File: src/core_defs.svh
// Core sizes and fixed encodings, included by the RTL files that need them
`ifndef CORE_DEFS_SVH
`define CORE_DEFS_SVH

`define CORE_IMEM_WORDS 16
`define CORE_DMEM_WORDS 64
`define CORE_RESET_PC   32'h0000_0000
`define CORE_NOP        32'h0000_0013  // ADDI x0, x0, 0

`endif
File: src/corePkg.sv
// Shared vector types and control enums, referenced by scoped name across the core
package corePkg;

    typedef logic [31:0] word_t;    // Data, address or instruction
    typedef logic [4:0]  regAddr_t;

    // EX operand source
    typedef enum logic [1:0] {
        FWD_REG,
        FWD_EXMEM,
        FWD_MEMWB
    } fwdSel_e;

    typedef enum logic [2:0] {
        ALU_ADD,
        ALU_SUB,
        ALU_AND,
        ALU_OR,
        ALU_XOR,
        ALU_SLT,
        ALU_PASSB
    } aluOp_e;

    typedef enum logic [1:0] {
        WB_ALU,
        WB_LOAD,
        WB_PC4
    } wbSel_e;

endpackage

File: src/fetchUnit.sv
// PC register and instruction memory, loaded through the port while reset is held
`include "core_defs.svh"

module fetchUnit (
    input  logic           clk,
    input  logic           rstN,
    input  logic           imemWe,
    input  logic [3:0]     imemAddr,
    input  corePkg::word_t imemData,
    input  logic           stall,
    input  logic           redirect,
    input  corePkg::word_t redirectPc,
    output corePkg::word_t instr,
    output corePkg::word_t pc
);
    corePkg::word_t imem [`CORE_IMEM_WORDS];

    // Program load only during reset
    always_ff @(posedge clk) begin
        if (imemWe && !rstN) begin
            imem[imemAddr] <= imemData;
        end
    end

    always_ff @(posedge clk or negedge rstN) begin
        if (!rstN) begin
            pc <= `CORE_RESET_PC;
        end else if (redirect) begin
            pc <= redirectPc;
        end else if (!stall) begin
            pc <= pc + 32'd4;
        end
    end

    assign instr = (pc[31:2] < `CORE_IMEM_WORDS) ? imem[pc[5:2]] : `CORE_NOP;
endmodule

File: config.mk
export PLATFORM = sky130hd
export DESIGN_NAME = fetchUnit
export DESIGN_NICKNAME = d
export VERILOG_FILES = /design/src/corePkg.sv /design/src/fetchUnit.sv
export VERILOG_INCLUDE_DIRS = /design/src /design/src/src
export SDC_FILE = /design/constraint.sdc
export NUM_CORES = 1
export LEC_CHECK = 0
export ABC_AREA = 1
export BUFFER_PORTS_ARGS = -buffer_cell sky130_fd_sc_hd__buf_2
export CAP_MARGIN = 40
export CORE_MARGIN = 2
export CORE_UTILIZATION = 43
export CTS_BUF_LIST = sky130_fd_sc_hd__clkbuf_8
export DETAILED_ROUTE_END_ITERATION = 6
export GPL_ROUTABILITY_DRIVEN = 0
export HOLD_SLACK_MARGIN = 0.12
export SYNTH_ARGS = -nofsm -noshare
export SYNTH_HDL_FRONTEND = slang
export SYNTH_SLANG_ARGS = --single-unit
File: constraint.sdc
create_clock -name clk -period 1.85 [get_ports clk]
set_input_delay 0.4625 -clock clk [delete_from_list [all_inputs] [get_ports clk]]
set_output_delay 0.4625 -clock clk [all_outputs]
set_load 0.1 [all_outputs]
# After elaboration in Yosys (flattened, before gate mapping)
# Memory sizes are Yosys's and may differ from the RTL's.
# Index checks and enable logic that the tools add are counted.
# classes
n_eq_ne	1
magnitude_cmp	1
n_reduce_logical	2
mux	5
addsub	1
# ops
op	n
two-way mux 32 bit	3
adder 32 x 3 -> 32 bit, second input constant	1
less-than comparator 30 x 5 -> 1 bit, second input constant	1
two-way mux 1 bit	2
inequality test 2 x 1 -> 1 bit, second input constant	1
logical AND 1 bit	1
zero test 1 bit	1
# totals
word_cells	12
memories	1
register_bits	32
ramBits	512
out_inout_bits	64
# memory_table
name	words	word_bits	rd	rd_clocked_by_memory_dff	wr	line	source
imem	16	32	1	0	1	fetchUnit.sv:16	corePkg::word_t imem [`CORE_IMEM_WORDS];

# Longest topological paths before layout
# depth
ltp_word	4
ltp_mapped	12

# Least setup slack after synthesis
# OpenSTA, ideal clock, no wires.
# synth_timing
path_type	reg2out
from	reg pc[4]
to	out instr[30]
stages_incl_launch_ff	9
t_required_ps	1387
n_path_buf	2
path_slack_ps	-1985
t_arrival_ps	3373
cell_sequence	dfrtp_1 buf_4 nand2_1 inv_1 clkbuf_1 nand2_1 nand2_1 inv_2 a21oi_1
# synth_via
elab_chain_cells	2
# synth_lines
item	line	source
start, declared	fetchUnit.sv:14	output corePkg::word_t pc
start signal, assigned	fetchUnit.sv:27	pc <= `CORE_RESET_PC;
start signal, assigned	fetchUnit.sv:29	pc <= redirectPc;
start signal, assigned	fetchUnit.sv:31	pc <= pc + 32'd4;
less-than comparator 30 x 5 -> 1 bit (no line) / memory (16 x 32 bit) (equally long branches)	--	
two-way mux 32 bit (no line) *	--	
end, declared	fetchUnit.sv:13	output corePkg::word_t instr,
# Every way passes the cells marked *; elsewhere a longest branch is shown, timed or not.

# Final worst setup path
# layout_timing
from	reg pc[17]
to	out instr[6]
# layout_via
elab_chain_cells	2
# layout_lines
item
less-than comparator 30 x 5 -> 1 bit (no line)
two-way mux 32 bit (no line)
# No other way between the ends.

==> out/results.ini <==
[synthesis]
syn-cell-area_mm2=0.0230
synth.most_common_cell=nand2_1
syn_inst=2132
synth.avg_cell_area_um2=10.8
yosys-top-cells-area=edfxtp_1 (67%), nand2_1 (13%), nand3_1 (6.0%)
synth-seq-cells=544
yosysWarnings=0
synth_edf_count=512
async_flop_share=0.0588
synth.distinct_cells=31
synth_nets=2206
synth_common_cells=nand2_1 (806), edfxtp_1 (512), nand3_1 (277)
ys_seq_area_frac=0.703
synth_top_area_frac=0.668
ys.flop_type=edfxtp_1
synth_area_leader_cell=edfxtp_1

[critical_path]
r2r-start=pc[2]$_DFFE_PN0N_
path_class=reg2out
cp_max_fo=8
critical_path_arrival_ns=2.54
required_ns=1.39
r2r_end=pc[12]$_DFFE_PN0N_
rrSetupSlack_ns=-0.21
cp-start-kind=register
crit_path_end_kind=primary output
worstRegToRegCells=11

[cts]
cts.path.max_buffers=3
numCtsBuffers=89
htree_levels=3
cts.sinks=544
clkTransAtPathRegs_ns=0.06
root_buffer=clkbuf_8
clkLatencyLatePin_ns=0.68
cts_tree=done

[power_and_ir_drop]
comb_power_share=0.186
pwr-share-seq=0.481
cellLeakagePower_uw=0.0120
clock_power_share=0.333
p_per_area_mw_per_mm2=927
p_int_uw=20700
power_switching_uw=8090
switching_share=0.281
ir_worst_vdd_v=0.000546

[sta]
relSlewSlack=0.690
fin_hold_ws_ns=0.183
max_freq_ghz=0.333
skew_ns=0.0374
fin_ws_ns=-1.16
min_period_over_period=1.62
rsz0062_at_grt=yes
setup_viol=56
hold_violations=0
min_period_ns=3.01
slew_violations=0
worst_slew_pin_slew_ns=0.465

[detailed_routing]
via_per_inst=5.24
avgRoutedWirePerCell_um=19.6
drc=0
drt_iter0_drc=1347
firstDrtPassIters=5
vias=17100
drtAntennaViolNets=0
drt-total-wl_um=64100

[worst_hold_path]
hold_class=in2reg
min-delay-start=imemData[1]
min_path_cells=1
whs_endpoint=imem[1][1]$_DFFE_PP_

[floorplan]
die_w_um=235
core_area_mm2=0.0528
start_util=0.436
die_h_um=235
rows=84
die-area_mm2=0.0554
ios=137

[grt]
grt_util_all_layers=0.229
grt_max_degree=37
grt_pass1_wl_um=97500
first_global_vias=16800
grt-ovfl-total=0
antenna_found_initial=1

[job]
maxCapViolCount=0

[cells_and_area]
final_cell_area_mm2=0.0310
utilization=0.588
syn2layout_area_growth_pct=34.7
final_nets=2597
drive_gt1_frac=0.253

[run_status]
status=finished, violations left
violations=negative setup slack

[place]
dpl.hpwl_um=36700
io_buffer_count=136
placed_cell_area_mm2=0.0272

-- logic make-up (layout without fill, tap and decap cells) --
logic type                 Yosys count  in the layout  synth area share
AOI/OAI and AO/OA                  147            147            0.0353
xor gates and xnor gates            10             10           0.00381
adders and majority gates            1              1          0.000544
buffers and inverters              202            653            0.0393
DFF                                544            544             0.703
other                                0              1                 0
and+or+nand+nor                   1228           1228             0.218
-- layout by cell type, fill, tap and decap left out, drive strengths merged --
| cell type | synthesis | final |
|---|---|---|
| bufbuf | 0 | 1 |
| nor3 | 2 | 2 |
| bufinv | 1 | 3 |
| xor2 | 10 | 10 |
| nand2 | 808 | 808 |
| clkinvlp | 0 | 2 |
| edfxtp | 512 | 512 |
| inv | 80 | 109 |
| dfrtp | 32 | 32 |
| nand4 | 1 | 1 |
| a22o | 9 | 9 |
| dlygate4sd3 | 0 | 45 |
| a21oi | 88 | 88 |
| diode | 0 | 1 |
| nor2 | 136 | 136 |
| clkbuf | 24 | 95 |
| o211ai | 11 | 11 |
| buf | 87 | 358 |
| o21ai | 33 | 33 |
| and2 | 2 | 2 |
| nand3 | 277 | 277 |
| nand3b | 2 | 2 |
| clkinv | 10 | 40 |
| o21bai | 6 | 6 |
| ha | 1 | 1 |
-- flip-flops by register name, summed over array words and instances (netlist names) --
| signal | flops |
|---|---|
| imem | 512 |
| pc | 32 |
-- worst max-delay path, cell delays in order (launching register included) --
cell and delay (ns):
dfrtp_2 0.41, nor2_1 0.15, nand2_1 0.12, nor2_4 0.14
nand2_2 0.10, nor3_4 0.17, buf_12 0.20, buf_12 0.17
nand2_2 0.08, nor2_4 0.10, buf_12 0.18
-- layout make-up --
| cell class | instances | area, um2 |
|---|---|---|
| Antenna cell | 1 | 2.50 |
| Clock buffer | 90 | 1240 |
| Clock inverter | 61 | 344 |
| Fill cell | 4158 | 21800 |
| Inverter | 91 | 394 |
| Multi-Input combinational cell | 1386 | 6720 |
| Sequential cell | 544 | 16200 |
| Tap cell | 688 | 861 |
| Timing Repair Buffer | 409 | 5180 |
| Timing Repair inverter | 2 | 25.0 |
-- stage by stage --
| stage | total power [uW] | setup WS, ns | setup TNS [ns] | cells |
|---|---|---|---|---|
| CTS | 28700 | -1.21 | -40.15 | 3248 |
| detailed placement | 18400 | -0.575 | -16.39 | 3014 |
| global placement | 18400 | -0.550 | -15.48 | 3014 |
| finish | 28700 | -1.16 | -38.22 | 3272 |
| floorplan | 16700 | -0.663 | -27.86 | 2132 |
| global route | 29900 | -1.34 | -46.11 | 3272 |
-- metal layers --
layer,share of wire,GRT usage,wire [um]
met2,0.49,0.374,31200
met1,0.42,0.313,27200
met3,0.065,0.0408,4160
met5,0,0,0
met4,0.024,0.0699,1560
-- power by group through the flow --
| stage | clock network, uW | logic, uW | registers, uW |
|---|---|---|---|
| floorplan | 0 | 2130 | 14600 |
| global placement | 0 | 4320 | 14000 |
| detailed placement | 0 | 4360 | 14000 |
| CTS | 9780 | 5110 | 13800 |
| global route | 10300 | 5770 | 13800 |
| finish | 9570 | 5360 | 13800 |
-- worst max path at each step --
stage                                   from         to  slack, ns  depth (start not counted)
after floorplan           pc[20]$_DFFE_PN0N_  instr[13]      -0.66                          8
after global placement     pc[2]$_DFFE_PN0N_  instr[16]      -0.55                          9
after detailed placement   pc[2]$_DFFE_PN0N_  instr[16]      -0.57                          9
after CTS                 pc[23]$_DFFE_PN0N_  instr[28]      -1.21                         10
after global routing      pc[17]$_DFFE_PN0N_  instr[31]      -1.34                         10
final                     pc[17]$_DFFE_PN0N_   instr[6]      -1.16                         10
-- repair_timing --
item / in CTS / in global routing
endpoints found under the setup margin: 82 / 83
resized for setup: 228 / 64
hold buffers: 45 / 0
pin swaps: 41 / 33
gates cloned: 8 / 6
hold endpoints to repair: 264 / 0
setup buffers: 30 / 31
(Power assumes the default switching activity.)
