**config.mk**
```make
export PLATFORM = sky130hd
export DESIGN_NAME = hazardUnit
export DESIGN_NICKNAME = d
export VERILOG_FILES = /design/src/core_defs.svh /design/src/corePkg.sv /design/src/hazardUnit.sv
export SDC_FILE = /design/constraint.sdc
export NUM_CORES = 1
export LEC_CHECK = 0
export ABC_AREA = 1
export BUFFER_PORTS_ARGS = -buffer_cell sky130_fd_sc_hd__buf_4
export CAP_MARGIN = 25
export CORE_AREA = 3 3 40 42
export DETAILED_ROUTE_END_ITERATION = 8
export DIE_AREA = 0 0 43 45
export GPL_ROUTABILITY_DRIVEN = 0
export GPL_TIMING_DRIVEN = 1
export PLACE_DENSITY = 0.85
export SYNTH_ARGS = -nofsm -noshare
export SYNTH_HDL_FRONTEND = slang
export SYNTH_SLANG_ARGS = --single-unit
```
**constraint.sdc**
```tcl
create_clock -name vclk -period 0.8
set_input_delay 0.08 -clock vclk [all_inputs]
set_output_delay 0.08 -clock vclk [all_outputs]
set_load 0.01 [all_outputs]
```
**src/core_defs.svh**
```systemverilog
// Core sizes and fixed encodings, included by the RTL files that need them
`ifndef CORE_DEFS_SVH
`define CORE_DEFS_SVH

`define CORE_IMEM_WORDS 16
`define CORE_DMEM_WORDS 64
`define CORE_RESET_PC   32'h0000_0000
`define CORE_NOP        32'h0000_0013  // ADDI x0, x0, 0

`endif
```
**src/corePkg.sv**
```systemverilog
// Shared vector types and control enums, referenced by scoped name across the core
package corePkg;

    typedef logic [31:0] word_t;    // Data, address or instruction
    typedef logic [4:0]  regAddr_t;

    // EX operand source
    typedef enum logic [1:0] {
        FWD_REG,
        FWD_EXMEM,
        FWD_MEMWB
    } fwdSel_e;

    typedef enum logic [2:0] {
        ALU_ADD,
        ALU_SUB,
        ALU_AND,
        ALU_OR,
        ALU_XOR,
        ALU_SLT,
        ALU_PASSB
    } aluOp_e;

    typedef enum logic [1:0] {
        WB_ALU,
        WB_LOAD,
        WB_PC4
    } wbSel_e;

endpackage

```
**src/hazardUnit.sv**
```systemverilog
// Forwarding selection, load-use stall and redirect flush control
module hazardUnit (
    input  corePkg::regAddr_t idRs1,
    input  corePkg::regAddr_t idRs2,
    input  corePkg::regAddr_t exRs1,
    input  corePkg::regAddr_t exRs2,
    input  corePkg::regAddr_t exRd,
    input  logic              exMemRead,
    input  logic              exValid,
    input  corePkg::regAddr_t memRd,
    input  logic              memRegWrite,
    input  corePkg::regAddr_t wbRd,
    input  logic              wbRegWrite,
    input  logic              redirect,
    output corePkg::fwdSel_e  fwdA,
    output corePkg::fwdSel_e  fwdB,
    output logic              stall,
    output logic              flushIfId,
    output logic              flushIdEx
);
    logic loadUse;

    // Youngest producer wins
    function automatic corePkg::fwdSel_e pick(corePkg::regAddr_t rs);
        if (memRegWrite && memRd != '0 && memRd == rs) return corePkg::FWD_EXMEM;
        if (wbRegWrite && wbRd != '0 && wbRd == rs) return corePkg::FWD_MEMWB;
        return corePkg::FWD_REG;
    endfunction

    always_comb begin
        fwdA = pick(exRs1);
        fwdB = pick(exRs2);
    end

    assign loadUse   = exValid && exMemRead && exRd != '0 && (exRd == idRs1 || exRd == idRs2);
    assign stall     = loadUse;
    assign flushIfId = redirect;
    assign flushIdEx = redirect || loadUse;  // Bubble behind the load
endmodule

```
### Yosys cells after proc, flatten, opt, wreduce, memory -nomap -nowiden

Cells that the tools add are included.

* register bits after elaboration: 0
* output and inout bits: 7
* logic and storage cells: 34
* bits of input ports: 40

* reductions and logical operators: 14
* multiplexer cells: 14
* equality and inequality tests: 6

Operators with widths (number)
* $eq 5x5->1: 6
* $mux 2: 8
* $reduce_bool 5->1: 3
* $logic_and 1x1->1: 9
* $mux 1: 6
* $logic_or 1x1->1: 2

### Longest topological paths before layout

* depth in word-level cells: 7
* depth in mapped cells: 8
* gate-level depth less buffers: 8

### Worst setup path after synthesis

No wires, ideal clock.

* path type: input -> output
* start point: input memRd[1]
* end point: output fwdA[1]
* cell stages on the path: 4
* required time: 0.720 ns
* arrival: 0.662 ns
* slack: 0.058 ns
* buffers on the path: 0
* path through: xnor2_1 nand2_1 nor3_2 nor2_1

* longest elaborated chain between the ends: 5
* elaborated cells on any way between the ends: 6
* those cells by class: 1 x eq/ne; 2 x mux; 3 x reduce/logical

RTL lines
* start: declaration: line hazardUnit.sv:10 `input corePkg::regAddr_t memRd,`
* $reduce_bool 5->1: line hazardUnit.sv:25 `if (memRegWrite && memRd != '0 && memRd == rs) return corePkg::FWD_EXMEM;`
* $logic_and 1x1->1: line hazardUnit.sv:25
* $logic_and 1x1->1 (*): line hazardUnit.sv:25
* $mux 1 (*): line hazardUnit.sv:25
* $mux 2 (*): line hazardUnit.sv:26 `if (wbRegWrite && wbRd != '0 && wbRd == rs) return corePkg::FWD_MEMWB;`
* end: declaration: line hazardUnit.sv:15 `output corePkg::fwdSel_e fwdA,`

Every way passes the cells marked *; elsewhere a longest branch is shown, timed or not.

### Final worst setup path

* start point: input wbRd[2]
* end point: output fwdA[1]

* longest elaborated chain between the ends: 7
* elaborated cells on any way between the ends: 9
* those cells by class: 1 x eq/ne; 5 x mux; 3 x reduce/logical

RTL lines
* start: declaration: line hazardUnit.sv:12 `input corePkg::regAddr_t wbRd,`
* $reduce_bool 5->1: line hazardUnit.sv:26
* $logic_and 1x1->1: line hazardUnit.sv:26
* $logic_and 1x1->1 (*): line hazardUnit.sv:26
* $mux 1 (2 in series): line hazardUnit.sv:26
* $mux 2 (*): line hazardUnit.sv:27 `return corePkg::FWD_REG;`
* $mux 2 (*): line hazardUnit.sv:26

Every way passes the cells marked *; elsewhere a longest branch is shown, timed or not. The select of a mux whose other input is x is not followed.

==> results <==
- After floorplanning, the core was divided into 13 placement rows.
- The met2 layer usage reported by global route is 0.458.
- The die covers 0.00194 sq mm.
- The count of input and output buffers is 47.
- Dividing total power by cell area gives a power density of 534 mW/mm^2.
- The number of slew-limit violations in the final report is 0.
- After clock tree synthesis, the flow added hold-fix buffers numbering 0.
- Of the total synthesized cell area, the portion taken by XOR and XNOR cells is 0.372.
- Summing all flip-flop and latch instances after layout gives 0 sq um.
- The number of antenna-violating nets in the routed design is 0.
- The number of antenna diodes is 0.
- The design has 0 sequential cells.
- Of the total power, combinational logic draws 1.000.
- The number of DRC markers after the initial detailed-route iteration is 7.
- The share of cell area taken by muxes after synthesis is 0.
- For met3 alone, demand over resource in global routing was 0.0637.
- The cell type of the slowest stage on the worst timing path is sky130_fd_sc_hd__nor3_1.
- The share of total power dissipated in sequential elements is 0.
- Dividing the detail-routed wire length by the instance count gives 14.3 um.
- The share of total power dissipated in the clock network is 0.
- The endpoint with the worst hold slack is flushIfId.
- The first-pass GRT wire length is 3210 um.
- The unique cell type count in the Yosys netlist is 13.
- Based on the critical path, the design can be clocked at up to 961 MHz.
- Summed over all layers, the routed wires come to 2280 um.
- The startpoint of the most critical hold path is redirect.
- Of the total power, the share spent switching nets is 0.426.
- The most numerous cell type found on the critical path is sky130_fd_sc_hd__nand2_1.
- The final reports fail on negative setup slack.
- For the worst setup path, the data required time is 720 ps.
- For this run, the total global-route usage over all layers was measured as 0.214.
- Of the total synthesized cell area, the portion taken by full adders, half adders and majority gates is 0.
- The maximum number of pins on one net before global-route repair is 6.
- The number of nets in the synthesized netlist is 139.
- The share of the yosys chip area belonging to registers is 0.
- The met1 usage in global routing is 0.195.
- Of the total synthesized cell area, the portion taken by AND, OR, NAND and NOR gates is 0.498.
- The total of clock buffers placed in the layout is 0.
- The count of final hold-check violations is 0.
- For this design the total switching power over the nets is 0.000247 W.
- For the pin with the worst max-slew slack, the measured transition is 224 ps.
- Summed over all cells, the static leakage comes to 0.607 nW.
- The flow ran to the end, but the final reports show violations.
- The total overflow left after global routing is 0.
- The internal power is 0.000333 W.
- The via count of the first global-routing pass was 767.
- The worst hold path was traced through 2 stages.
- After floorplanning, the core was sized to cover 0.00128 sq mm.
- The width of the chip is 43 um.
- In this run the worst path has a maximum fanout of 3.
- The share of the synthesized area in compound gates (AO/OA/AOI/OAI) is 0.
- The count of TritonRoute iterations in the first routing pass is 2.
- Summed over all failing endpoints, the final setup total negative slack is -894 ps.
- The signal on the critical path passes through buf_4 -> nor3_1 -> nand2_1 -> nand2_1 -> nor2_1 -> nand2_1 -> nor2_1 -> buf_4.
- The floorplan step set the die height to 45 um.
- The half-perimeter wire length of the detailed placement result is 1470 um.
- Setup violations remaining at the end of the flow were counted as 6.
- The synthesized netlist cell count is 99.
- In this run the most used layer during global routing was met2.
- The endpoint kind of the worst setup timing path is a primary output.
- The via count normalized by instance count is 4.88.
- The largest stage delay on the critical path is 240 ps.
- The number of placed I/O pins is 47.
- After detailed routing, the number of remaining DRC violations is 0.
- The count of vias placed by the detailed router is 780.
- Once routing completed, OpenROAD measured the worst setup slack at -240 ps.
- The peak ir drop on the vdd network is 0.331 mV.
- The effective utilization at floorplan is 0.403.
- The tool flagged a number of max-cap violations equal to 0.
- The post-synthesis instance area is 518 sq um.
- The power consumption is 0.000580 W.
- In the layout the commonest cells are sky130_fd_sc_hd__nand2_1, sky130_fd_sc_hd__buf_4, sky130_fd_sc_hd__buf_6.
- The net total in the final layout is 187.
- The post-route minimum period is 1040 ps.
- The post-route clock period utilization is 1.30.
- The type of element launching the critical path is an input pin.
- The number of antenna violations at the first check in global routing came to 0.
- Data on the critical path arrives at its endpoint at 960 ps.
- The count of synthesis-stage warnings from yosys is 0.
- The path class of the tightest hold or removal check is in2out.
- The main combinational cell family by area after synthesis is simple AND/OR/NAND/NOR gates.
- In this run the tightest slew margin relative to its limit is 0.850.
- The fraction of layout instances using a drive strength above 1 is 0.524.
- Setup repair after global routing could not meet its margin everywhere.
- The area growth from synthesis to final layout is 110%.
- The critical path in this run is classified as in2out.
- The mean instance size in the synthesized netlist is 5.23 sq um.
==> worst max-delay path: cells and delay by family <==
family	cells	cell delay [ps]
simple gates	6	610
buf+inv	2	270
==> worst max-delay path by stage <==
stage | cells after the start | start | end | slack, ps
after floorplan | 4 | memRd[1] | fwdA[1] | 60
after global placement | 6 | memRd[1] | fwdA[1] | -150
after detailed placement | 8 | exRd[4] | flushIdEx | -160
after CTS | 6 | wbRd[0] | fwdB[1] | -130
after global routing | 8 | wbRd[2] | fwdB[1] | -340
final | 8 | wbRd[2] | fwdA[1] | -240
==> stage by stage <==
| step | area, sq um | util | hold WS [ps] | setup WS, ps | std cells |
|---|---|---|---|---|---|
| after floorplan | 518 | - | 252 | 58.4 | 99 |
| after global placement | 882 | 0.686 | 346 | -151 | 160 |
| after detailed placement | 882 | 0.686 | 356 | -157 | 160 |
| after CTS | 1010 | 0.790 | 356 | -132 | 160 |
| after global routing | 1090 | 0.846 | 356 | -345 | 160 |
| final | 1090 | 0.846 | 354 | -240 | 160 |
==> synth_stat cells (all sizes together) <==
cell type	count	share of area
buf	1	0.014
nand3b	1	0.014
nor3	5	0.068
nand3	6	0.058
inv	16	0.12
nand2	34	0.25
xnor2	19	0.32
and3	1	0.012
nor2	13	0.094
xor2	3	0.051
==> layer usage <==
layer	up-vias	routed length (um)
met4	0	34
met1	350	779
met2	36	1270
met5	-	0
met3	4	197
li1	390	-
==> repair_timing <==
action,4_1_cts,5_1_grt
pin swaps,12,22
buffers inserted,0,0
gates resized for setup,27,22
setup endpoints to repair,6,6
cloned,0,0
==> cell type report <==
| cell class | count | area, sq um |
|---|---|---|
| inverter | 16 | 60.1 |
| timing repair buffer | 47 | 435 |
| fill | 75 | 198 |
| tap | 15 | 18.8 |
| multi-input combinational | 82 | 573 |
==> logic make-up (layout without fill, tap and decap cells) <==
family,Yosys count,count (layout)
simple gates,60,60
buf+inv,17,63
xor+xnor,22,22
==> power groups by stage <==
stage	registers, W	clock network, W	logic, W
5_1_grt	0	0	0.000621
3_3_place_gp	0	0	0.000429
6_report	0	0	0.000580
2_1_floorplan	0	0	0.000199
3_5_place_dp	0	0	0.000441
4_1_cts	0	0	0.000514
(Power assumes the default switching activity.)
