### src/core_defs.svh
// Core sizes and fixed encodings, included by the RTL files that need them
`ifndef CORE_DEFS_SVH
`define CORE_DEFS_SVH

`define CORE_IMEM_WORDS 16
`define CORE_DMEM_WORDS 64
`define CORE_RESET_PC   32'h0000_0000
`define CORE_NOP        32'h0000_0013  // ADDI x0, x0, 0

`endif
### src/corePkg.sv
// Shared vector types and control enums, referenced by scoped name across the core
package corePkg;

    typedef logic [31:0] word_t;    // Data, address or instruction
    typedef logic [4:0]  regAddr_t;

    // EX operand source
    typedef enum logic [1:0] {
        FWD_REG,
        FWD_EXMEM,
        FWD_MEMWB
    } fwdSel_e;

    typedef enum logic [2:0] {
        ALU_ADD,
        ALU_SUB,
        ALU_AND,
        ALU_OR,
        ALU_XOR,
        ALU_SLT,
        ALU_PASSB
    } aluOp_e;

    typedef enum logic [1:0] {
        WB_ALU,
        WB_LOAD,
        WB_PC4
    } wbSel_e;

endpackage

### src/stageBus.sv


interface exMemBus;
    logic              valid;
    corePkg::word_t    pc;
    corePkg::regAddr_t rd;
    corePkg::word_t    aluResult, storeData;
    logic              regWrite, memRead, memWrite;
    corePkg::wbSel_e   wbSel;

    modport src (output valid, pc, rd, aluResult, storeData, regWrite, memRead, memWrite,
                 wbSel);
    modport dst (input valid, pc, rd, aluResult, storeData, regWrite, memRead, memWrite,
                 wbSel);
endinterface


### src/pipeRegs.sv
// The four pipeline stage registers, instantiated once each by rvCore
`include "core_defs.svh"



module exMemReg (
    input logic clk,
    input logic rstN,
    exMemBus.dst in,
    exMemBus.src out
);
    always_ff @(posedge clk or negedge rstN) begin
        if (!rstN) begin
            out.valid    <= 1'b0;
            out.regWrite <= 1'b0;
            out.memRead  <= 1'b0;
            out.memWrite <= 1'b0;
        end else begin
            out.valid    <= in.valid;
            out.regWrite <= in.regWrite;
            out.memRead  <= in.memRead;
            out.memWrite <= in.memWrite;
        end
    end

    always_ff @(posedge clk) begin
        out.pc        <= in.pc;
        out.rd        <= in.rd;
        out.aluResult <= in.aluResult;
        out.storeData <= in.storeData;
        out.wbSel     <= in.wbSel;
    end
endmodule


### src/flat_wrapper.sv
// flat-port wrapper written by rule: the top's interface ports become plain ports
module exMemReg_flat 
  (clk, rstN, in_valid, in_pc, in_rd, in_aluResult, in_storeData, in_regWrite, in_memRead, in_memWrite, in_wbSel, out_valid, out_pc, out_rd, out_aluResult, out_storeData, out_regWrite, out_memRead, out_memWrite, out_wbSel);
  exMemBus in_i ();
  exMemBus out_i ();
  input logic clk;
  input logic rstN;
  input wire logic [$bits(in_i.valid)-1:0] in_valid;
  input wire logic [$bits(in_i.pc)-1:0] in_pc;
  input wire logic [$bits(in_i.rd)-1:0] in_rd;
  input wire logic [$bits(in_i.aluResult)-1:0] in_aluResult;
  input wire logic [$bits(in_i.storeData)-1:0] in_storeData;
  input wire logic [$bits(in_i.regWrite)-1:0] in_regWrite;
  input wire logic [$bits(in_i.memRead)-1:0] in_memRead;
  input wire logic [$bits(in_i.memWrite)-1:0] in_memWrite;
  input wire logic [$bits(in_i.wbSel)-1:0] in_wbSel;
  output wire logic [$bits(out_i.valid)-1:0] out_valid;
  output wire logic [$bits(out_i.pc)-1:0] out_pc;
  output wire logic [$bits(out_i.rd)-1:0] out_rd;
  output wire logic [$bits(out_i.aluResult)-1:0] out_aluResult;
  output wire logic [$bits(out_i.storeData)-1:0] out_storeData;
  output wire logic [$bits(out_i.regWrite)-1:0] out_regWrite;
  output wire logic [$bits(out_i.memRead)-1:0] out_memRead;
  output wire logic [$bits(out_i.memWrite)-1:0] out_memWrite;
  output wire logic [$bits(out_i.wbSel)-1:0] out_wbSel;
  assign in_i.valid = in_valid;
  assign in_i.pc = in_pc;
  assign in_i.rd = in_rd;
  assign in_i.aluResult = in_aluResult;
  assign in_i.storeData = in_storeData;
  assign in_i.regWrite = in_regWrite;
  assign in_i.memRead = in_memRead;
  assign in_i.memWrite = in_memWrite;
  assign in_i.wbSel = in_wbSel;
  assign out_valid = out_i.valid;
  assign out_pc = out_i.pc;
  assign out_rd = out_i.rd;
  assign out_aluResult = out_i.aluResult;
  assign out_storeData = out_i.storeData;
  assign out_regWrite = out_i.regWrite;
  assign out_memRead = out_i.memRead;
  assign out_memWrite = out_i.memWrite;
  assign out_wbSel = out_i.wbSel;
  exMemReg u_core (.clk(clk), .rstN(rstN), .in(in_i), .out(out_i));
endmodule
### config.mk
export PLATFORM = sky130hd
export DESIGN_NAME = exMemReg_flat
export DESIGN_NICKNAME = d
export VERILOG_FILES = /design/src/corePkg.sv /design/src/stageBus.sv /design/src/pipeRegs.sv /design/src/flat_wrapper.sv
export VERILOG_INCLUDE_DIRS = /design/src /design/src/src
export SDC_FILE = /design/constraint.sdc
export NUM_CORES = 1
export LEC_CHECK = 0
export ABC_CLOCK_PERIOD_IN_PS = 1140
export BUFFER_PORTS_ARGS = -buffer_cell sky130_fd_sc_hd__buf_2
export CAP_MARGIN = 20
export CORE_AREA = 5 5 99 101
export DETAILED_ROUTE_END_ITERATION = 10
export DIE_AREA = 0 0 104 106
export GPL_TIMING_DRIVEN = 0
export PLACE_DENSITY = 0.68
export SLEW_MARGIN = 20
export SYNTH_ARGS = -nofsm -noshare
export SYNTH_HDL_FRONTEND = slang
export SYNTH_SLANG_ARGS = --single-unit
### constraint.sdc
create_clock -name clk -period 1.14 [get_ports clk]
set_input_delay 0.342 -clock clk [delete_from_list [all_inputs] [get_ports clk]]
set_output_delay 0.342 -clock clk [all_outputs]
set_load 0.1 [all_outputs]
* After elaboration in Yosys (flattened, before gate mapping)
Cells that the tools add are included.
Widths: inputs -> output; s select.
** Word-level totals
- Word-level logic and storage cells :: 9
- Latch bits :: 0
- Register bits after elaboration :: 107
- Bits of input ports :: 109
- Memories :: 0
- Bits in writable memories :: 0
- ROM bits :: 0
** Cells by class
- Multiplexer cells :: 0
- Add/sub/neg operators :: 0
- Eq/ne operators :: 0
- Div/mod/pow operators :: 0
- $mul :: 0
- Bitwise operators :: 0
- $lt $le $gt $ge :: 0
- Shift operators :: 0
- Reduce and logical (&&, ||, !) cells :: 0

* Longest topological paths before layout
- Word-level depth :: 0
- Mapped depth :: 0
- Mapped depth without buffers :: 0

* Worst setup path before layout
Ideal clock, no wire load.
- Path kind :: reg-to-output
- From :: reg u_core.out.aluResult[0]
- To :: out out_aluResult[0]
- Data required time :: 0.798 ns
- Data arrival time :: 0.909 ns
- Stages on the path, launching flop included :: 1
- Setup slack :: -0.111 ns
- Cells stage by stage :: dfxtp_1
** RTL lines
- start, declared :: line stageBus.sv:11 : modport src (output valid, pc, rd, aluResult, storeData, regWrite, memRead, memWrite,
- end, declared :: line flat_wrapper.sv:20 : output wire logic [$bits(out_i.aluResult)-1:0] out_aluResult;
No word-level cell between the ends.

* Worst setup path in the final report
- From :: reg u_core.out.memRead
- To :: out out_memRead
** RTL lines
- start, declared :: line stageBus.sv:11
- end, declared :: line flat_wrapper.sv:23 : output wire logic [$bits(out_i.memRead)-1:0] out_memRead;
No word-level cell between the ends.

==> metrics.txt <==
multiplexer fraction of the synthesized cell area=0; clk sinks=107; failing checks=setup timing; antenna violations before repair=1; total vias in the final route=1647; net switching power=3.142 mW; signal arrival time at the worst endpoint=0.96 ns; final setup vio count=107; crit path buf inv count=1; multi-input combinational cell count=0; final RePlAce weighted congestion=0.7115; share of synthesized cell area in full adder, half adder and majority cells=0; via count of the first global-routing pass=1937; RSZ-0062 raised after global routing=yes; DP Cell Count=433; Max Freq=0.7707 GHz; Placeable Area=8934 µm²; detailed placer's ending HPWL=5083 µm; maximum single-stage delay on the critical path=0.41 ns; leakage dissipation=2.444 nW; First DRT Iteration DRCs=41; clock tree from TritonCTS=done; number of clock buffers inserted by TritonCTS=9; DRC violation count after routing=0; WL/cell=16.45 µm; launching element type of the critical path=flop; Synth Area per Inst=20.21 µm²; crit-path leading delay family=flip-flops; top area cells in the synthesized netlist=sky130_fd_sc_hd__dfxtp_1 (95%), sky130_fd_sc_hd__dfrtp_1 (4.6%); highest-delay cell along the critical path=sky130_fd_sc_hd__dfrtp_2; post-synthesis to final-layout area growth=146.1%; remaining global-route overflow=0; Die Outline Area=11020 µm²; share of the yosys chip area belonging to registers=1.000; synthesized-area fraction occupied by and/or/nand/nor cells=0; portion of total power attributed to sequential cells=0.457; hold violation count in the final report=0; post-synth net total=216; CTS Root Buffer Type=sky130_fd_sc_hd__clkbuf_8; buffer count from post-CTS setup fixing=0; total routing usage reported by global routing=0.1366; compound-gate portion of the synthesized area=0; total inserted antenna cells=0; Worst VDD drop=0.9823 mV; # port buffers=215; DRT Pass-1 Iters=3; global-route wire length before repair=11270 µm; nature of the critical path endpoint=primary output; parity-gate share of the synthesized area counting xor and xnor cells=0; Horiz. Die Dim=104 µm; combinational share of power=0.274; count of non-filler cells in the finished layout=450; minimum setup slack in the final design=-0.1575 ns; largest net degree at the start of global routing=21; post-synthesis cell area=2162 µm²; post-synth top area share=0.9537; maximum clock insertion buffer count=2; number of distinct library cells after synthesis=2; drt total wl=7404 µm; initial core utilization=0.2420; internal power summed over all cells=5.933 mW; Relative slew margins=0.8635; Required @ worst endpoint=0.80 ns; filler instances=658; post-synthesis cell type with the largest combined area=sky130_fd_sc_hd__dfxtp_1; Die H=106 µm; count of nets after finishing=443; total of flip-flops plus latches after synthesis=107; final critical path time including I/O delays and setup=1.298 ns; Setup Crit Path Kind=reg -> out; highest net fanout along the worst path=1; # Max-Cap Violations=0; H-tree levels=3; Slew @ Worst Pin=0.2052 ns; post-synthesis instance total=107; share of layout cells above drive strength 1=0.9971; Routed Antenna Nets=0; I/O Pins=216; Clock power frac=0.268; Yosys warning total=0; pwr dens=1705 nW/µm²; clk slew on worst S/H paths=0.12 ns; area of combinational cells with multiple inputs=0 µm²; worst hold path type=in -> reg; final count of pins violating max slew=0; total power=9.075 mW; share of the clock period used by the worst path=1.138; Via-to-Cell Ratio=3.660; status=complete, but fails checks; switch share=0.3463; total number of placement rows=35; worst-path cell chain=buf_6
==> per-stage QoR <==
stage	hold slack (ns)	util	setup WS (ns)	area, µm²	TNS, ns
finish	0.06574	0.5957	-0.1575	5321	-9.596
global route	0.02787	0.5957	-0.2094	5321	-15.12
CTS	0.03988	0.5948	-0.1878	5314	-13.03
detailed placement	0.1515	0.3930	0.05484	3511	0
global placement	0.1453	0.3930	0.06221	3511	0
floorplan	0.04641	-	0.1523	2296	0
==> synth_stat cells, drive strengths merged <==
master  number
dfrtp        4
dfxtp      103
==> metal layers <==
layer | vias to the layer above | GRT usage | part of all wire
met1 | 729 | 0.1184 | 0.28
li1 | 781 | - | -
met5 | - | 0 | 0.0027
met2 | 126 | 0.2491 | 0.56
met4 | 2 | 0.03885 | 0.011
met3 | 9 | 0.09715 | 0.14
==> what timing repair did <==
item                                   in CTS  in global routing
setup endpoints to repair                 107                107
hold buffers                                1                  0
endpoints found under the hold margin       4                  0
resized for setup                         421                  2
==> worst paths after layout <==
path	startpoint	to	slack (ns)	depth (start not counted)
hold / removal	in_wbSel[1]	u_core.out.wbSel[1]	0.07	1
max in group asynchronous	rstN	u_core.out.valid	0.67	2
setup / recovery	u_core.out.memRead	out_memRead	-0.16	1
min in group asynchronous	rstN	u_core.out.memWrite	0.32	2
==> layout by cell type (no fill, tap or decap), drive strengths merged <==
cell type / synthesis / final
buf: 0 / 215
bufinv: 0 / 1
clkbuf: 0 / 9
dlygate4sd3: 0 / 1
dfrtp: 4 / 4
inv: 0 / 3
dfxtp: 103 / 103
clkinv: 0 / 2
clkinvlp: 0 / 1
==> cells by family (layout without fill, tap and decap cells) <==
logic type / after synthesis / in the layout
buf+inv: 0 / 232
flops: 107 / 107
==> cell type report <==
class                 count  area (µm²)  area share
tap                     111       138.9     0.02610
clock inverter            7       93.84     0.01763
sequential              107        2296      0.4315
timing repair buffer    216        2669      0.5015
clock buffer              9       123.9     0.02328
==> sequential cells by signal, indices dropped and copies added, names as in the netlist, 2 cells and up <==
signal / count
u_core.out.aluResult: 32
u_core.out.pc: 32
u_core.out.storeData: 32
u_core.out.rd: 5
u_core.out.wbSel: 2
==> power by group through the flow <==
stage,sequential [mW],clock (mW),combinational [mW]
6_report,4.15,2.43,2.49
3_3_place_gp,4.10,0,1.86
5_1_grt,4.17,2.74,2.54
4_1_cts,4.15,2.53,2.49
3_5_place_dp,4.11,0,1.87
2_1_floorplan,5.60,0,0
(Power assumes the default switching activity.)
