<file path="config.mk">
export PLATFORM = sky130hd
export DESIGN_NAME = ifIdReg
export DESIGN_NICKNAME = d
export VERILOG_FILES = /design/src/corePkg.sv /design/src/pipeRegs.sv
export VERILOG_INCLUDE_DIRS = /design/src /design/src/src
export SDC_FILE = /design/constraint.sdc
export NUM_CORES = 1
export LEC_CHECK = 0
export ABC_AREA = 1
export BUFFER_PORTS_ARGS = -buffer_cell sky130_fd_sc_hd__buf_2
export CAP_MARGIN = 20
export CORE_ASPECT_RATIO = 1.5
export CORE_UTILIZATION = 30
export CTS_CLUSTER_SIZE = 10
export DETAILED_ROUTE_END_ITERATION = 10
export HOLD_SLACK_MARGIN = 0.15
export PLACE_DENSITY = 0.55
export RECOVER_POWER = 100
export SETUP_SLACK_MARGIN = 0.2
export SLEW_MARGIN = 20
export SYNTH_ARGS = -nofsm -noshare
export SYNTH_HDL_FRONTEND = slang
export SYNTH_SLANG_ARGS = --single-unit
</file>
<file path="constraint.sdc">
create_clock -name clk -period 1.1 [get_ports clk]
set_input_delay 0.22 -clock clk [delete_from_list [all_inputs] [get_ports clk]]
set_output_delay 0.22 -clock clk [all_outputs]
set_load 0.005 [all_outputs]
</file>
<file path="src/core_defs.svh">
// Core sizes and fixed encodings, included by the RTL files that need them
`ifndef CORE_DEFS_SVH
`define CORE_DEFS_SVH

`define CORE_IMEM_WORDS 16
`define CORE_DMEM_WORDS 64
`define CORE_RESET_PC   32'h0000_0000
`define CORE_NOP        32'h0000_0013  // ADDI x0, x0, 0

`endif
</file>
<file path="src/corePkg.sv">
// Shared vector types and control enums, referenced by scoped name across the core
package corePkg;

    typedef logic [31:0] word_t;    // Data, address or instruction
    typedef logic [4:0]  regAddr_t;

    // EX operand source
    typedef enum logic [1:0] {
        FWD_REG,
        FWD_EXMEM,
        FWD_MEMWB
    } fwdSel_e;

    typedef enum logic [2:0] {
        ALU_ADD,
        ALU_SUB,
        ALU_AND,
        ALU_OR,
        ALU_XOR,
        ALU_SLT,
        ALU_PASSB
    } aluOp_e;

    typedef enum logic [1:0] {
        WB_ALU,
        WB_LOAD,
        WB_PC4
    } wbSel_e;

endpackage

</file>
<file path="src/pipeRegs.sv">
// The four pipeline stage registers, instantiated once each by rvCore
`include "core_defs.svh"

module ifIdReg (
    input  logic           clk,
    input  logic           rstN,
    input  logic           stall,
    input  logic           flush,
    input  corePkg::word_t instr,
    input  corePkg::word_t pc,
    output corePkg::word_t idInstr,
    output corePkg::word_t idPc,
    output logic           idValid
);
    always_ff @(posedge clk or negedge rstN) begin
        if (!rstN) begin
            idInstr <= `CORE_NOP;
            idValid <= 1'b0;
        end else if (flush) begin  // Flush wins over stall
            idInstr <= `CORE_NOP;
            idValid <= 1'b0;
        end else if (!stall) begin
            idInstr <= instr;
            idValid <= 1'b1;
        end
    end

    always_ff @(posedge clk) begin
        if (flush || !stall) begin
            idPc <= pc;
        end
    end
endmodule




</file>
# ---- Word-level counts from Yosys, hierarchy flattened
# Cells that the tools add are included.
dict set report word_totals {
  input_bits 68
  elab_cells 10
  ff_bits 65
  out_inout_bits 65
}
dict set report classes {
  eq_ne 1
  reduce_logical 2
  mux 4
}
# operator n
set ops {}
lappend ops {{32-bit two-way mux} 2}
lappend ops {{1-bit two-way mux} 2}
lappend ops {{2-bit by 1-bit != test with 1-bit output, second input constant} 1}
lappend ops {{1-bit zero test} 1}
lappend ops {{1-bit logical OR} 1}

# ---- Depth between registers and ports, before layout
# Gate-level depths: netlist (run 1).
dict set report logic_depth {
  depth_word 2
  ltp_mapped 6
  mapped_depth_nobuf 4
}

# ---- Worst setup path after synthesis (run 1)
# OpenSTA, ideal clock, no wires.
dict set report synth_timing {
  path_type {input to register}
  startpoint {input port stall}
  endpoint {register idPc[0] (enable)}
  setup_ns 0.392
  cell_stages 2
  required_ns 0.708
  arrival_time_ns 1.081
  path_buffers 1
  setup_slack_ns -0.372
  path_cell_list {buf_6 -> nand2_1}
}
dict set report synth_via {
  elab_chain_cells 2
}
# item line_no
set synth_lines {}
lappend synth_lines {{start, declared} pipeRegs.sv:7} ;# input logic stall,
lappend synth_lines {{1-bit zero test} pipeRegs.sv:29} ;# if (flush || !stall) begin
lappend synth_lines {{1-bit logical OR} pipeRegs.sv:29}
lappend synth_lines {{end signal, assigned} pipeRegs.sv:30} ;# idPc <= pc;
lappend synth_lines {{end, declared} pipeRegs.sv:12} ;# output corePkg::word_t idPc,
# Every way passes these cells.
# A chain may end at the register's enable or synchronous reset.

# ---- Worst setup path in the final report (run 1)
dict set report layout_timing {
  startpoint {register idInstr[4]}
  endpoint {output port idInstr[4]}
}
# item line_no
set layout_rtl {}
lappend layout_rtl {{start, declared} pipeRegs.sv:11} ;# output corePkg::word_t idInstr,
lappend layout_rtl {{start signal, assigned} pipeRegs.sv:17} ;# idInstr <= `CORE_NOP;
lappend layout_rtl {{start signal, assigned} pipeRegs.sv:20} ;# idInstr <= `CORE_NOP;
lappend layout_rtl {{start signal, assigned} pipeRegs.sv:23} ;# idInstr <= instr;
# No word-level cell between the ends.

==> results_dict.tcl, run 1 <==
set metrics [dict create \
    synth_nets 250 \
    cts_buffer_depth 2 \
    maxCapViolCount 0 \
    setup_tns_ps -350.4 \
    synth_cell_types 11 \
    synth_top_area_share_pct 41.60 \
    final-hold-violation-count 0 \
    seq_area_frac_synth_pct 77.52 \
    status "finished with violations" \
    r2r_cells 4 \
    syn_avg_cell_area_um2 12.69 \
    rsz0062_at_grt "yes" \
    path_cells "buf_6" \
    power_frac_comb_pct 13.6 \
    track_usage_pct 17.52 \
    start_util_pct 31.54 \
    die_y_um 109.5 \
    syn_to_final_growth_pct 78.39 \
    slowest_stage "dfstp_2" \
    vias 2159 \
    switching_share_pct 22.43 \
    switching_power_mw 1.294 \
    design.core.area_um2 7322 \
    drt-vias-per-instance 4.233 \
    clk_latency_ps 340 \
    finalNetCount 473 \
    cts.reportedPaths.clkPinSlew_ps 70 \
    row_count 38 \
    routed_wirelength_mm 6.687 \
    io_pins 133 \
    post-place-ws_ps 81.64 \
    slew_violations 0 \
    min_period_ps 1211 \
    path_buf_inv 1 \
    ctsHtreeMaxLevel 3 \
    r2r_end "idInstr[14]" \
    dieArea_um2 8061 \
    drtIter0Drc 107 \
    hold_end "idInstr[0]" \
    hp-start "instr[0]" \
    whs_path_depth 5 \
    power.share.sequential_pct 49.0 \
    cts-root-buf "clkbuf_8" \
    drive_above_1_share_pct 41.22 \
    fillers 651 \
    fmax_mhz 825.8 \
    worstMarginPinSlew_ps 462.3 \
    num_antenna_cells 0 \
    grt_start_max_net_pins 36 \
    yosys_warnings 0 \
    violations "setup timing" \
    drt_pass1_iterations 6 \
    fin_crit_sh_pct 110.1 \
    startpoint "idInstr[4]" \
    hold_path.class "input port to flip-flop" \
    clock_skew_ps 0 \
    startpoint_type "flip-flop" \
    fin_ws_ps -110.9 \
    critPathArrivalTime_ps 990 \
    end_kind "output pin" \
    cts_tree "yes" \
    numCtsBuffers 9 \
    final-seq-area_um2 1790 \
    synth_area_leader_cell "edfxtp_1" \
    finalPower_mw 5.770 \
    required_ps 880 \
    grt-ovfl-total 0 \
    worstPathMaxFanout 2 \
    pwr-share-clk_pct 37.4 \
    multi_input_area_um2 444.2 \
    max_stage_delay_ps 550 \
    worstReg2RegStart "idInstr[14]" \
    chipWidth_um 73.64 \
    grt_pass1_vias 2174 \
    synth_area_leaders "edfxtp_1 (42%), dfrtp_1 (33%), nand2_1 (11%), nand3_1 (6.9%), dfstp_2 (3.4%)" \
    dp_hpwl_mm 4.006 \
    synth_seq_cells 65 \
    synth_cells 182 \
    antenna_found_initial 0 \
    netlist_area_um2 2310 \
    portBuffers 132 \
    path_class "flip-flop to output pin" \
    drc_errors 0 \
    cts.sinks 65 \
    avgRoutedWirePerCell_um 13.11 \
    ant_nets 0 \
    final-setup-viol-count 4 \
    p_leak_nw 2.105 \
    globalplace.congestion 0.6755 \
    power.density_nw_per_um2 1400 \
    p_int_mw 4.475 \
    rrSetupSlack_ps 240 \
    peakVddDrop_mv 0.6820 \
    cp_top_family "flip-flops" \
    relSlewSlack_pct 69.18 \
    grt_pass1_wl_mm 10.21 \
]
==> cell usage after synthesis <==
cell type / count
dfstp_2: 3
a21oi_1: 1
dfrtp_1: 30
inv_2: 1
edfxtp_1: 32
nand3_1: 32
inv_1: 4
nor2_4: 1
buf_6: 3
nand2_1: 68
buf_2: 7
==> state kept, by name, indices dropped and copies added (netlist names) <==
signal / count
idValid: 1
idInstr: 32
idPc: 32
==> repair_timing <==
item | in CTS | in global routing
buffers inserted | 10 | 7
hold buffers | 65 | 0
endpoints found under the setup margin | 65 | 65
hold endpoints to repair | 97 | 0
pin swaps | 0 | 2
gates resized for setup | 3 | 1
==> per-stage QoR <==
stage	util, %	instances	area (um^2)	hold slack (ps)
floorplan	-	182	2326	-75.59
global placement	42.89	412	3141	192.5
detailed placement	42.89	412	3141	194.9
CTS	55.93	503	4095	153.7
global route	56.27	510	4120	182.8
finish	56.27	510	4120	170.9
==> cell families after synthesis <==
kind of cell    count (synthesis)  share of synthesized area, %
compound gates                  1                        0.2165
buf+inv                        15                         3.791
flops                          65                         77.52
simple gates                  101                         18.47
==> area by class of cell <==
cell class	instances	area share, %
inverters	5	0.4555
well taps	100	3.037
repair buffers	222	37.17
flip-flops and latches	65	43.46
clock inverters	6	2.004
clock buffers	10	3.097
multi-input cells	102	10.78
==> layer usage <==
layer | GRT usage, % | vias up | routed length [um]
met3 | 3.116 | 14 | 437
met1 | 18.62 | 1000 | 2657
met5 | 0 | - | 0
li1 | - | 1049 | -
met4 | 10.85 | 0 | 164
met2 | 31.45 | 96 | 3428
==> layout by cell type (no fill, tap or decap) <==
master         instances
buf_2                122
nand2_1               67
dlygate4sd3_1         65
edfxtp_1              32
nand3_1               31
dfrtp_1               30
buf_4                 14
clkbuf_8               9
clkbuf_1               8
clkbuf_4               8
inv_1                  5
dfstp_2                3
buf_6                  3
clkinv_1               2
clkinvlp_4             2
bufinv_16              2
buf_12                 2
nand2_4                1
nor2_4                 1
nand3_2                1
a21oi_1                1
clkbuf_2               1
==> how the worst max path moves through the flow <==
stage | cells past startpoint | slack, ps | to
final | 1 | -110 | idInstr[4]
after CTS | 1 | -140 | idInstr[4]
after detailed placement | 3 | 80 | idPc[17]
after global placement | 3 | 90 | idPc[28]
after floorplan | 2 | 260 | idPc[0]
after global routing | 1 | -140 | idInstr[4]
==> power by group through the flow <==
| stage | logic (mW) | clock network, mW | registers [mW] |
|---|---|---|---|
| after floorplan | 0.151 | 0 | 2.89 |
| after global routing | 0.863 | 2.32 | 2.85 |
| after detailed placement | 0.558 | 0 | 2.87 |
| final | 0.782 | 2.16 | 2.83 |
| after global placement | 0.555 | 0 | 2.87 |
| after CTS | 0.780 | 2.23 | 2.82 |
No activity file was read; power rests on OpenSTA's default activity.
==> inputs of run 2 (changes only) <==
- ABC_CLOCK_PERIOD_IN_PS: unset -> 1100
- CORE_ASPECT_RATIO: 1.5 -> unset
==> run 2 against run 1 <==
The flow still finishes with violations (setup timing). Critical path depth stayed put. Design area hardly changed. Routed wire length is 7.8% lower. Sequential power hardly changed. Register-to-register slack worse by 20 ps. Die area hardly changed. Critical path type unchanged. Cell count is 0.39% higher. Largest cell class unchanged. Flip-flop and latch count stayed put. Hold slack better by 77 ps. Clock-buffer cell count is 2 higher. Global-route usage is 1.6 points lower.
==> results_dict.tcl, run 2 (same netlist as run 1, synthesis figures left out) <==
set metrics [dict create \
    numCtsBuffers 9 \
    final-hold-violation-count 0 \
    drtIter0Drc 33 \
    start_util_pct 31.51 \
    place_area_um2 3132 \
    design.core.area_um2 7331 \
    track_usage_pct 15.96 \
    chipWidth_um 89.75 \
    power_frac_comb_pct 13.6 \
    required_ps 880 \
    grt_pass1_wl_mm 10.02 \
    power.density_nw_per_um2 1383 \
    row_count 31 \
    cts_buffer_depth 2 \
    die_y_um 89.75 \
    cts-root-buf "clkbuf_8" \
    path_buf_inv 1 \
    p_int_mw 4.481 \
    syn_to_final_growth_pct 78.28 \
    post-route-cell-area_um2 4118 \
    avgRoutedWirePerCell_um 12.04 \
    clock_skew_ps 0 \
    num_antenna_cells 0 \
    status "finished with violations" \
    slowest_stage "dfstp_2" \
    grt-ovfl-total 0 \
    vias 2118 \
    pwr-share-clk_pct 36.8 \
    hold_ws_ps 248.2 \
    cts.sinks 65 \
    final_core_util_pct 56.17 \
    top_regs "idInstr: 32 flops, idPc: 32 flops, idValid: 1 flops" \
    finalNetCount 476 \
    switching_share_pct 21.29 \
    drc_errors 0 \
    cp_top_family "flip-flops" \
    fin_ws_ps -79.33 \
    dieArea_um2 8054 \
    final_cell_mix "buf_2 (126), nand2_1 (67), dlygate4sd3_1 (66)" \
    cts.reportedPaths.clkPinSlew_ps 70 \
    power.share.sequential_pct 49.6 \
    fin_crit_sh_pct 107.2 \
    finalPower_mw 5.694 \
    dp_hpwl_mm 3.782 \
    ant_nets 0 \
    grt_start_max_net_pins 36 \
    max_stage_delay_ps 530 \
    slew_violations 0 \
    clk_latency_ps 320 \
    min_period_ps 1179 \
    rsz0062_at_grt "yes" \
    final-setup-viol-count 3 \
    relSlewSlack_pct 69.18 \
    violations "setup timing" \
    fmax_mhz 847.9 \
    ctsResizeCount 0 \
    critPathArrivalTime_ps 960 \
    startpoint_type "flip-flop" \
    worstPathMaxFanout 2 \
    worstMarginPinSlew_ps 462.3 \
    grt_pass1_vias 2097 \
    drive_above_1_share_pct 41.16 \
    ctsHtreeMaxLevel 3 \
    cts_tree "yes" \
    maxCapViolCount 0 \
    end_kind "output pin" \
    drt_pass1_iterations 4 \
    p_leak_nw 2.116 \
    path_class "flip-flop to output pin" \
    io_pins 133 \
    switching_power_mw 1.212 \
    antenna_found_initial 0 \
    drt-vias-per-instance 4.137 \
    globalplace.congestion 0.6746 \
    post-place-ws_ps 81.73 \
    portBuffers 132 \
    hold_path.class "input port to flip-flop" \
    peakVddDrop_mv 0.6873 \
    path_cells "buf_2" \
    routed_wirelength_mm 6.166 \
    layout_commonest_cell "buf_2" \
]
-- run 2: path summary, 6_finish.rpt --
| check | start | endpoint | slack [ps] | depth (start not counted) |
|---|---|---|---|---|
| setup / recovery | idInstr[4] | idInstr[4] | -80 | 1 |
| hold / removal | stall | idInstr[8] | 250 | 3 |
| setup reg to reg | idInstr[25] | idInstr[25] | 220 | 4 |
| hold reg to reg | idInstr[1] | idInstr[1] | 490 | 2 |
| max in group asynchronous | rstN | idInstr[1] | 260 | 3 |
| min in group asynchronous | rstN | idInstr[27] | 500 | 3 |
-- run 2: cell type report --
| type | count | area [um^2] |
|---|---|---|
| fillers | 635 | 3213 |
| flip-flops and latches | 65 | 1790 |
| repair buffers | 225 | 1541 |
| multi-input cells | 102 | 439.2 |
| clock buffers | 12 | 135.1 |
| well taps | 99 | 123.9 |
| clock inverters | 4 | 68.82 |
| inverters | 5 | 18.77 |
-- run 2: power groups by stage --
stage	clock, mW	sequential, mW	combinational (mW)
detailed placement	0	2.87	0.555
global placement	0	2.87	0.550
CTS	2.18	2.82	0.761
finish	2.09	2.83	0.775
floorplan	0	2.89	0.151
global route	2.28	2.84	0.857
-- run 2: repair_timing --
item | in CTS | in global routing
hold buffers | 66 | 0
setup endpoints to repair | 65 | 65
buffers inserted | 9 | 11
endpoints found under the hold margin | 98 | 0
pin swaps | 0 | 0
-- run 2: stage by stage --
step                      cells  TNS (ps)
after floorplan             182         0
after global placement      410         0
after detailed placement    410         0
after CTS                   501    -314.4
after global routing        512    -693.0
final                       512    -230.6
-- run 2: metal layers --
layer  up-vias  part of all wire (%)  global-route usage (%)
li1       1055                     -                       -
met1       941                    47                   21.17
met2       115                    44                   24.55
met3         7                   7.8                   5.245
met4         0                  0.88                   5.464
met5         -                     0                       0
